`config.mk`:
```
export PLATFORM = sky130hd
export DESIGN_NAME = radio_sink_top
export DESIGN_NICKNAME = d
export VERILOG_FILES = /design/src/logic/radio_sink_pkg.sv /design/src/logic/radio_sink_ifs.sv /design/src/logic/pattern_checker.sv /design/src/logic/radio_sink_top.sv /design/src/logic/sink_beat_capture.sv /design/src/logic/sink_status.sv
export VERILOG_INCLUDE_DIRS = /design/src /design/src/logic
export SDC_FILE = /design/constraint.sdc
export NUM_CORES = 1
export LEC_CHECK = 0
export BUFFER_PORTS_ARGS = -buffer_cell sky130_fd_sc_hd__buf_2
export CORE_UTILIZATION = 46
export DETAILED_ROUTE_END_ITERATION = 8
export PLACE_DENSITY = 0.7
export SLEW_MARGIN = 25
export SYNTH_ARGS = -nofsm -noshare
export SYNTH_HDL_FRONTEND = slang
export SYNTH_SLANG_ARGS = --single-unit
```
`constraint.sdc`:
```
create_clock -name s_sink_aclk -period 2.8 [get_ports s_sink_aclk]
set_input_delay 0.14 -clock s_sink_aclk [delete_from_list [all_inputs] [get_ports s_sink_aclk]]
set_output_delay 0.14 -clock s_sink_aclk [all_outputs]
set_load 0.02 [all_outputs]
```
`src/logic/radio_sink_defs.svh`:
```
// radio sink constants: pattern marker nibble, error counter width, tuser sosy bit
`ifndef RADIO_SINK_DEFS_SVH
`define RADIO_SINK_DEFS_SVH

// ------------------------------
// test pattern
// ------------------------------

// marker nibble on each side of the slot number in the top 16 bits
`define RS_MARK_NIBBLE 4'hA

// ------------------------------
// status counters
// ------------------------------

// error count width, counter stops once its top bit is set
`define RS_ERR_W 16

// ------------------------------
// tuser layout
// ------------------------------

// start of symbol flag in the 31-bit section tuser
`define RS_SOSY_BIT 27

`endif

```
`src/logic/radio_sink_pkg.sv`:
```
// radio sink package: stream field types, counter types and checker state enum
`default_nettype none

`include "radio_sink_defs.svh"

package radio_sink_pkg;

  // ------------------------------
  // stream fields
  // ------------------------------

  // one 64-bit sample beat
  typedef logic [63:0] sample_word_t;
  // byte enables, bit i covers data byte i
  typedef logic [7:0] byte_keep_t;
  // section tuser as delivered by the de-framer
  typedef logic [30:0] sec_user_t;
  // slot number sampled with each beat
  typedef logic [7:0] slot_t;

  // ------------------------------
  // counters and state
  // ------------------------------

  // running count repeated three times in the pattern word
  typedef logic [15:0] pat_cnt_t;
  // saturating data error count
  typedef logic [`RS_ERR_W-1:0] err_cnt_t;
  // packet end and start of symbol counts, both wrap
  typedef logic [7:0] pkt_cnt_t;

  // hunt waits for a beat to lock on, track compares every beat
  typedef enum logic {
    CHK_HUNT,
    CHK_TRACK
  } chk_state_t;

endpackage

`default_nettype wire

```
`src/logic/radio_sink_ifs.sv`:
```
// radio sink interfaces: captured beat bus and checker result bus with modports
`timescale 1ns/1ps
`default_nettype none

// ------------------------------
// capture -> checker
// ------------------------------

interface sink_beat_if;
  import radio_sink_pkg::*;

  // one cycle strobe per accepted beat
  logic         beat;
  // beat payload, stable from the strobe until the next accepted beat
  sample_word_t data;
  byte_keep_t   keep;
  logic         last;
  // start of symbol bit lifted out of tuser
  logic         sosy;
  // slot as sampled together with the beat
  slot_t        slot;

  // capture side drives everything
  modport beat_out (output beat, data, keep, last, sosy, slot);
  // checker side only reads
  modport beat_in (input beat, data, keep, last, sosy, slot);

endinterface

// ------------------------------
// checker -> status
// ------------------------------

interface check_result_if;

  // level, high while the checker tracks the pattern
  logic locked;
  // one cycle strobe per judged beat
  logic done;
  // high with done when the beat failed the compare
  logic mismatch;
  // packet end and start of symbol carried along with done
  logic last;
  logic sosy;

  modport result_out (output locked, done, mismatch, last, sosy);
  modport result_in (input locked, done, mismatch, last, sosy);

endinterface

`default_nettype wire

```
`src/logic/pattern_checker.sv`:
```
// pattern_checker: hunt/track FSM, expected word build, byte-masked compare
`timescale 1ns/1ps
`default_nettype none

`include "radio_sink_defs.svh"

module pattern_checker (
  input  wire logic        s_sink_aclk,
  input  wire logic        rst,
  input  wire logic        enable,

  // captured beats from the input side
  sink_beat_if.beat_in     beat_bus,

  // judged beats towards the status counters
  check_result_if.result_out result_bus
);

  import radio_sink_pkg::*;

  chk_state_t   state;
  pat_cnt_t     pat_cnt;
  sample_word_t expect_word;
  byte_keep_t   byte_bad;
  logic         miss;

  // ------------------------------
  // expected word
  // ------------------------------

  // marker, slot, marker in the top 16 bits
  // then the running count repeated three times
  assign expect_word = {`RS_MARK_NIBBLE, beat_bus.slot, `RS_MARK_NIBBLE,
                        pat_cnt, pat_cnt, pat_cnt};

  // ------------------------------
  // byte compare
  // ------------------------------

  // a byte only counts when its keep bit is set
  always_comb begin
    for (int i = 0; i < 8; i++) begin
      byte_bad[i] = beat_bus.keep[i] &&
                    (beat_bus.data[8*i +: 8] != expect_word[8*i +: 8]);
    end
  end

  // any enabled byte off the pattern fails the whole beat
  assign miss = |byte_bad;

  // ------------------------------
  // lock FSM
  // ------------------------------

  always_ff @(posedge s_sink_aclk) begin
    if (rst || !enable) begin
      state               <= CHK_HUNT;
      result_bus.done     <= 1'b0;
      result_bus.mismatch <= 1'b0;
    end else begin
      // every beat gets a done, locked or not
      result_bus.done     <= beat_bus.beat;
      result_bus.mismatch <= 1'b0;
      if (beat_bus.beat) begin
        case (state)
          CHK_HUNT: begin
            // first beat seeds the count, never judged
            state <= CHK_TRACK;
          end
          CHK_TRACK: begin
            if (miss) begin
              // drop lock, next beat reseeds from its own data
              result_bus.mismatch <= 1'b1;
              state               <= CHK_HUNT;
            end
          end
          default: state <= CHK_HUNT;
        endcase
      end
    end
  end

  // ------------------------------
  // running count
  // ------------------------------

  // seeded from the low 16 bits of the hunt beat, plus one for the next beat
  // held on a mismatch, the hunt that follows loads it anyway
  always_ff @(posedge s_sink_aclk) begin
    if (beat_bus.beat) begin
      if (state == CHK_HUNT) begin
        pat_cnt <= beat_bus.data[15:0] + pat_cnt_t'(1);
      end else if (!miss) begin
        pat_cnt <= pat_cnt + pat_cnt_t'(1);
      end
    end
  end

  // packet end and symbol flags ride along with done
  always_ff @(posedge s_sink_aclk) begin
    if (beat_bus.beat) begin
      result_bus.last <= beat_bus.last;
      result_bus.sosy <= beat_bus.sosy;
    end
  end

  // lock is simply the tracking state
  assign result_bus.locked = (state == CHK_TRACK);

endmodule

`default_nettype wire

```
`src/logic/radio_sink_top.sv`:
```
// radio_sink_top: radio sink check block, capture, checker and status stages
`timescale 1ns/1ps
`default_nettype none

module radio_sink_top (
  input  wire logic                         s_sink_aclk,
  input  wire logic                         rst,

  // ------------------------------
  // sample stream
  // ------------------------------
  input  wire radio_sink_pkg::sample_word_t tdata,
  input  wire radio_sink_pkg::byte_keep_t   tkeep,
  input  wire logic                         tvalid,
  input  wire logic                         tlast,
  input  wire radio_sink_pkg::sec_user_t    tuser,
  output logic                              tready,

  // ------------------------------
  // control
  // ------------------------------
  input  wire radio_sink_pkg::slot_t        slot,
  input  wire logic                         enable,
  // tie high for normal use, toggled from outside to test back-pressure
  input  wire logic                         drive_tready,

  // ------------------------------
  // status
  // ------------------------------
  output logic                              status,
  output logic                              error_seen,
  output logic                              tlast_seen,
  output radio_sink_pkg::err_cnt_t          data_error_count,
  output radio_sink_pkg::pkt_cnt_t          tlast_count,
  output radio_sink_pkg::pkt_cnt_t          symbol_count
);

  // accepted beats, one cycle after the stream edge
  sink_beat_if    beat_link ();
  // judged beats, one more cycle on
  check_result_if result_link ();

  // input side
  sink_beat_capture u_capture (
    .s_sink_aclk  (s_sink_aclk),
    .rst          (rst),
    .enable       (enable),
    .tdata        (tdata),
    .tkeep        (tkeep),
    .tvalid       (tvalid),
    .tlast        (tlast),
    .tuser        (tuser),
    .tready       (tready),
    .slot         (slot),
    .drive_tready (drive_tready),
    .beat_bus     (beat_link.beat_out)
  );

  // pattern lock and compare
  pattern_checker u_checker (
    .s_sink_aclk (s_sink_aclk),
    .rst         (rst),
    .enable      (enable),
    .beat_bus    (beat_link.beat_in),
    .result_bus  (result_link.result_out)
  );

  // output side, counts valid 3 cycles after the accepting edge
  sink_status u_status (
    .s_sink_aclk      (s_sink_aclk),
    .rst              (rst),
    .enable           (enable),
    .result_bus       (result_link.result_in),
    .status           (status),
    .error_seen       (error_seen),
    .tlast_seen       (tlast_seen),
    .data_error_count (data_error_count),
    .tlast_count      (tlast_count),
    .symbol_count     (symbol_count)
  );

endmodule

`default_nettype wire

```
`src/logic/sink_beat_capture.sv`:
```
// sink_beat_capture: stream accept, beat registers with slot, sosy decode
`timescale 1ns/1ps
`default_nettype none

`include "radio_sink_defs.svh"

module sink_beat_capture (
  input  wire logic                         s_sink_aclk,
  input  wire logic                         rst,
  input  wire logic                         enable,

  // sample stream from the de-framer
  input  wire radio_sink_pkg::sample_word_t tdata,
  input  wire radio_sink_pkg::byte_keep_t   tkeep,
  input  wire logic                         tvalid,
  input  wire logic                         tlast,
  input  wire radio_sink_pkg::sec_user_t    tuser,
  output logic                              tready,

  // slot number and external ready pattern
  input  wire radio_sink_pkg::slot_t        slot,
  input  wire logic                         drive_tready,

  sink_beat_if.beat_out                     beat_bus
);

  // ------------------------------
  // handshake
  // ------------------------------

  logic accept;

  // back-pressure comes only from outside, no internal stall
  assign tready = drive_tready;

  // a beat transfers on an edge with valid and ready both high
  assign accept = tvalid && tready;

  // ------------------------------
  // beat strobe
  // ------------------------------

  // strobe is high the cycle after the accepting edge
  // enable low behaves like reset and keeps the strobe quiet
  always_ff @(posedge s_sink_aclk) begin
    if (rst || !enable) begin
      beat_bus.beat <= 1'b0;
    end else begin
      beat_bus.beat <= accept;
    end
  end

  // ------------------------------
  // payload
  // ------------------------------

  // loaded only on accepted beats so the checker sees held values
  // between strobes
  always_ff @(posedge s_sink_aclk) begin
    if (accept) begin
      beat_bus.data <= tdata;
      beat_bus.keep <= tkeep;
      beat_bus.last <= tlast;
      // only sosy is needed from tuser here
      beat_bus.sosy <= tuser[`RS_SOSY_BIT];
      // slot travels with its beat, later slot changes do not affect it
      beat_bus.slot <= slot;
    end
  end

endmodule

`default_nettype wire

```
`src/logic/sink_status.sv`:
```
// sink_status: saturating error counter, tlast and symbol counters, status flags
`timescale 1ns/1ps
`default_nettype none

`include "radio_sink_defs.svh"

module sink_status (
  input  wire logic                   s_sink_aclk,
  input  wire logic                   rst,
  input  wire logic                   enable,

  // judged beats from the checker
  check_result_if.result_in           result_bus,

  // status towards the outside
  output logic                        status,
  output logic                        error_seen,
  output logic                        tlast_seen,
  output radio_sink_pkg::err_cnt_t    data_error_count,
  output radio_sink_pkg::pkt_cnt_t    tlast_count,
  output radio_sink_pkg::pkt_cnt_t    symbol_count
);

  import radio_sink_pkg::*;

  err_cnt_t err_next;
  logic     last_done;
  logic     sosy_done;

  // ------------------------------
  // error count
  // ------------------------------

  // next value of the error counter
  // stops counting once the top bit is set
  always_comb begin
    err_next = data_error_count;
    if (result_bus.done && result_bus.mismatch && !data_error_count[`RS_ERR_W-1]) begin
      err_next = data_error_count + err_cnt_t'(1);
    end
  end

  // only judged beats carry meaningful last and sosy
  assign last_done = result_bus.done && result_bus.last;
  assign sosy_done = result_bus.done && result_bus.sosy;

  // ------------------------------
  // registers
  // ------------------------------

  always_ff @(posedge s_sink_aclk) begin
    if (rst || !enable) begin
      status           <= 1'b0;
      error_seen       <= 1'b0;
      tlast_seen       <= 1'b0;
      data_error_count <= '0;
      tlast_count      <= '0;
      symbol_count     <= '0;
    end else begin
      // lock status one cycle behind the checker
      status           <= result_bus.locked;
      data_error_count <= err_next;
      // flag taken from the same next value so it lines up with the count
      error_seen       <= (err_next != '0);
      // one cycle pulse per packet end
      tlast_seen       <= last_done;
      // both counts wrap at 256
      if (last_done) begin
        tlast_count <= tlast_count + pkt_cnt_t'(1);
      end
      if (sosy_done) begin
        symbol_count <= symbol_count + pkt_cnt_t'(1);
      end
    end
  end

endmodule

`default_nettype wire

```
* Word level (Yosys, flattened, before mapping) *
Cells that the tools add are included.

storage, ports and cells
  bits in latches = 0
  register bits after elaboration = 139
  memories kept = 0
  ROM bits = 0
  word-level logic and storage cells = 60
  bits in writable memories = 0

operators by class
  add/sub/neg operators = 5
  multiply operators = 0
  eq/ne operators = 9
  reductions and logical operators = 20
  muxes and demuxes = 6
  shift-type cells = 0
  order comparisons = 0
  bitwise logic cells = 2
  divide/modulo/power cells = 0

operators by type and width
  kind                     number
  $ne A8 B8 Y1             8
  $add A16 B1 Y16 const B  3
  $mux W16                 3
  $add A8 B1 Y8 const B    2
  $reduce_bool A16 Y1      1
  $logic_and A1 B1 Y1      13
  $reduce_or A8 Y1         1
  $reduce_or A3 Y1         1
  $logic_not A1 Y1         2
  $mux W1                  2
  $ne A2 B2 Y1 const B     1
  $not A1 Y1               2
  $pmux W1 S2              1
  $reduce_and A2 Y1        1
  $logic_or A1 B1 Y1       1

* Depth between registers and ports, before layout *
  depth after elaboration = 5
  depth in mapped cells = 12

* By module *
From an unflattened synthesis, not the netlist that was laid out.

second synthesis, totals
  cell total of the unflattened synthesis = 479
  area total of the unflattened synthesis = 6,224.7 µm²

by module, submodules not included
  module             cells each  instances  area each (µm²)
  sink_beat_capture  86          1          2,506.2
  pattern_checker    194         1          2,034.5
  sink_status        199         1          1,684.1

* Worst setup path after synthesis *
Ideal clock, no wire load.

  kind = reg-to-reg
  from = reg u_checker.state, in the netlist u_checker.result_bus.locked
  to = reg u_checker.pat_cnt[12] (data pin)
  data required time = 2,535 ps
  setup slack = 487 ps
  cell stages (with the launch flop) = 13
  setup time = 265 ps
  arrival = 2,049 ps
  path through = dfxtp_1 -> buf_6 -> buf_6 -> buf_2 -> mux2_2 -> ha_1 -> inv_1 -> a211oi_2 -> and2_1 -> buf_4 -> nand3_2 -> xor2_1 -> mux2i_1

between the ends
  word-level cells in the longest chain between the ends = 1

ends and longest elaborated chain
  element                 line                   text
  from (decl)             pattern_checker.sv:21  chk_state_t state;
  from (signal assigned)  pattern_checker.sv:57  state <= CHK_HUNT;
  from (signal assigned)  pattern_checker.sv:68  state <= CHK_TRACK;
  from (signal assigned)  pattern_checker.sv:74  state <= CHK_HUNT;
  $mux W16                pattern_checker.sv:91  if (state == CHK_HUNT) begin
  to (signal assigned)    pattern_checker.sv:92  pat_cnt <= beat_bus.data[15:0] + pat_cnt_t'(1);
  to (signal assigned)    pattern_checker.sv:94  pat_cnt <= pat_cnt + pat_cnt_t'(1);
  to (decl)               pattern_checker.sv:22  pat_cnt_t pat_cnt;

Every way passes these cells.
A chain may end at the register's enable or synchronous reset.

* Final worst setup path *
  from = reg u_capture.beat_bus.data[48]
  to = reg u_checker.pat_cnt[2] (enable)

between the ends
  word-level cells in the longest chain between the ends = 5

ends and longest elaborated chain
  element                             line                     text
  from (decl)                         radio_sink_ifs.sv:24     modport beat_out (output beat, data, keep, last, sosy, slot);
  from (signal assigned)              sink_beat_capture.sv:61  beat_bus.data <= tdata;
  $ne A8 B8 Y1                        pattern_checker.sv:44    (beat_bus.data[8*i +: 8] != expect_word[8*i +: 8]);
  $logic_and A1 B1 Y1                 pattern_checker.sv:43    byte_bad[i] = beat_bus.keep[i] &&
  $reduce_or A8 Y1                    pattern_checker.sv:49    assign miss = |byte_bad;
  $ne A2 B2 Y1 (no source line)       -
  $reduce_and A2 Y1 (no source line)  -

Every way passes these cells.

==> run metrics <==
DRC Markers 0; Fin Hold WS roughly 0.053 ns; crit-path max cell delay 0.46 ns; Ys Warns 0; initial antenna violation count 0; R2R depth 7; share of cells above drive strength 1 approximately 24%; GRT Residual Overflow 0; pwr/cell area 606 nW/um^2; worst vdd rail ir drop about 530 uV; IO Count 153; Tcrit/Tclk final 83.6%; Hold Path Class in -> reg; Syn Nets around 590; htree depth 4; worst flop-to-flop path startpoint u_capture.beat_bus.data[48]; Critical Path RT roughly 2.9 ns; post-synthesis compound-gate area fraction around 4.2%; ys flop type edfxtp_1; slowest CP cell o41ai_1; Setup Buffers After CTS 0; GRT Total Usage approximately a fifth; crit path DAT 2.44 ns; CTS Buf Count 17; first-pass GRT wire length approximately 20000 um; outcome finished clean; DR pass1 iterations 4; Slew @ Worst Pin around 0.74 ns; Detail Route Antenna Nets 0; Starting Density between 40 and 50%; Worst slew margin 50.9%; TritonCTS clock tree done; clock skew between 0.007 and 0.008 ns; Root Driver clkbuf_16; Num Clock Sinks between 100 and 150; Max Clk Rate approximately 0.43 GHz; Synth Instances ~470; adder-cell share of the synthesized area less than 1%; WS Path Type reg -> reg; Core Region approximately 13000 sq um; post-route insts no fill slightly below 900; 1st-iter DRT viols ~360; fillers approximately 970; Crit. End Element flip-flop; RSZ-0062 raised after global routing false; fin. max-slew vios 0; ant diodes 0; Die X 117 um; FF-to-FF End u_checker.pat_cnt[2]; Fin Setup TNS 0 ns; Final Hold Viols 0; M3 GR Usage 6.28%; Pleak between 3 and 4 nW; total power ~5 mW; cell area after synthesis 6060 sq um; Vias 4317; Yosys reg bits between 100 and 150; worst-path maximum fanout 16; nets approximately 800; Final setup viols 0; mux share of post-synthesis cell area just over 3%; Final HPWL DP 7620 um; Worst Hold End u_capture.beat_bus.beat; PortBufs between 100 and 150; Most Crowded Layer GR met2; Post-synth EDFFs 100; Setup crit start u_capture.beat_bus.data[48]; number of global-route vias before repair approximately 4200; main combinational cell family by area after synthesis XOR/XNOR gates; Worst Hold Depth 3; HP Start tvalid; Critical Path Source Type flip-flop; DR vias/cell around 5; placed cells around 750; drt total wl roughly 13000 um; reg-to-reg slack, setup 0.46 ns; Final min period between 2 and 2.5 ns; post-synth cell types 52; syn_area_per_cell 12.8 sq um; Async SR Flop Fraction 0%; xor/xnor share of the synthesized area approximately 14%; Post-Synth Simple-Gate Area about an eighth; Chip Height about 120 um; row count 41; Clock Path Buffers 2; met2 Usage GRT ~34%; Final Core Density 64.9%; Area Overhead vs Synth 36.2%; largest net degree at the start of global routing 83; max cap viols 0; Worst-Skew Late Latency 0.42 ns; crit path cell chain nor4bb_1 > nand2_1 > o41ai_1 > nand4_1 > nor2_1 > o21a_1 > buf_4; post-synthesis sequential area ratio 62.5%; GP Congestion 0.814; Die Area around 14000 sq um; Reg clk slew, reported paths ~0.06 ns; met1 Use GR around a quarter; drt wl/cell about 14 um
## repair_timing
| item | CTS | global route |
|---|---|---|
| hold buffers | 82 | 0 |
| hold endpoints to repair | 82 | 0 |
| gates resized for setup | 0 | 0 |
## critical path: cells and delay by family, from the launching register on
family | cells | cell delay [ns]
AO/OA/AOI/OAI | 2 | 0.60
buffers and inverters | 1 | 0.24
flip-flops | 1 | 0.37
AND/OR/NAND/NOR | 4 | 0.81
## layer usage
metal	up-vias	part of all wire, %	routed length [um]
li1	2104	-	-
met1	2048	43	5370
met2	142	50	6290
met3	23	5.1	638
met4	0	2.0	246
met5	-	0	0
## where the power goes
part	internal [mW]	switching, mW
Sequential	2.31	0.0556
Combinational	0.195	0.124
Clock	1.48	0.835
Total	3.99	1.01
## through the flow
stage	setup WS, ns	instance area [sq um]
2_1_floorplan	0.487	6060
3_3_place_gp	0.497	6820
3_5_place_dp	0.479	6820
4_1_cts	0.462	8250
5_1_grt	0.212	8250
6_report	0.459	8250
## sequential cells by signal, indices dropped and copies added (netlist names), 8 cells and up
signal / cells
u_capture.beat_bus.data: 64
u_status.symbol_count: 8
u_checker.pat_cnt: 16
u_capture.beat_bus.keep: 8
u_capture.beat_bus.slot: 8
u_status.tlast_count: 8
u_status.data_error_count: 16
## worst max-delay path by stage
| stage | endpoint | slack [ns] | depth (start not counted) |
|---|---|---|---|
| after floorplan | u_checker.pat_cnt[12] | 0.49 | 12 |
| final | u_checker.pat_cnt[2] | 0.46 | 7 |
| after CTS | u_checker.pat_cnt[1] | 0.46 | 7 |
| after detailed placement | u_checker.pat_cnt[3] | 0.48 | 7 |
| after global placement | u_checker.pat_cnt[14] | 0.50 | 7 |
| after global routing | u_checker.pat_cnt[2] | 0.21 | 7 |
## layout make-up
| type | instances | area, sq um | share of cell area, % |
|---|---|---|---|
| clock buffers | 20 | 437 | 5.29 |
| clock inverters | 12 | 173 | 2.09 |
| well taps | 172 | 215 | 2.61 |
| flip-flops and latches | 139 | 3780 | 45.9 |
| multi-input cells | 304 | 2130 | 25.8 |
| repair buffers | 209 | 1480 | 18.0 |
| inverters | 9 | 35.0 | 0.425 |
## Yosys cell counts, types with 6 or more instances
library cell	count	share of area [%]
edfxtp_1	100	50
xnor2_1	68	9.8
nor2_1	41	2.5
dfxtp_1	39	13
xor2_1	32	4.6
nand2_1	26	1.6
nand4_1	21	2.2
nand3_1	18	1.5
mux2i_1	16	2.6
a21oi_1	12	0.99
clkbuf_1	9	0.56
inv_1	9	0.56
o21ai_0	9	0.74
buf_2	6	0.50
## kinds of logic after synthesis
group | Yosys count
compound gates | 39
xor+xnor | 100
fa+ha+maj | 4
buf+inv | 30
flops | 139
mux | 18
simple gates | 143
## layout by cell type, fill, tap and decap left out, types with 5 or more instances in the layout
cell type and n:
a21oi_1 12, a31oi_1 5, buf_2 122, clkbuf_16 17, dfxtp_1 39, dlygate4sd3_1 82, edfxtp_1 100, inv_1 8
mux2i_1 16, nand2_1 26, nand3_1 18, nand3b_1 5, nand4_1 21, nor2_1 41, o21ai_0 9, xnor2_1 68
xor2_1 32
Power figures use the tool's default switching activity.
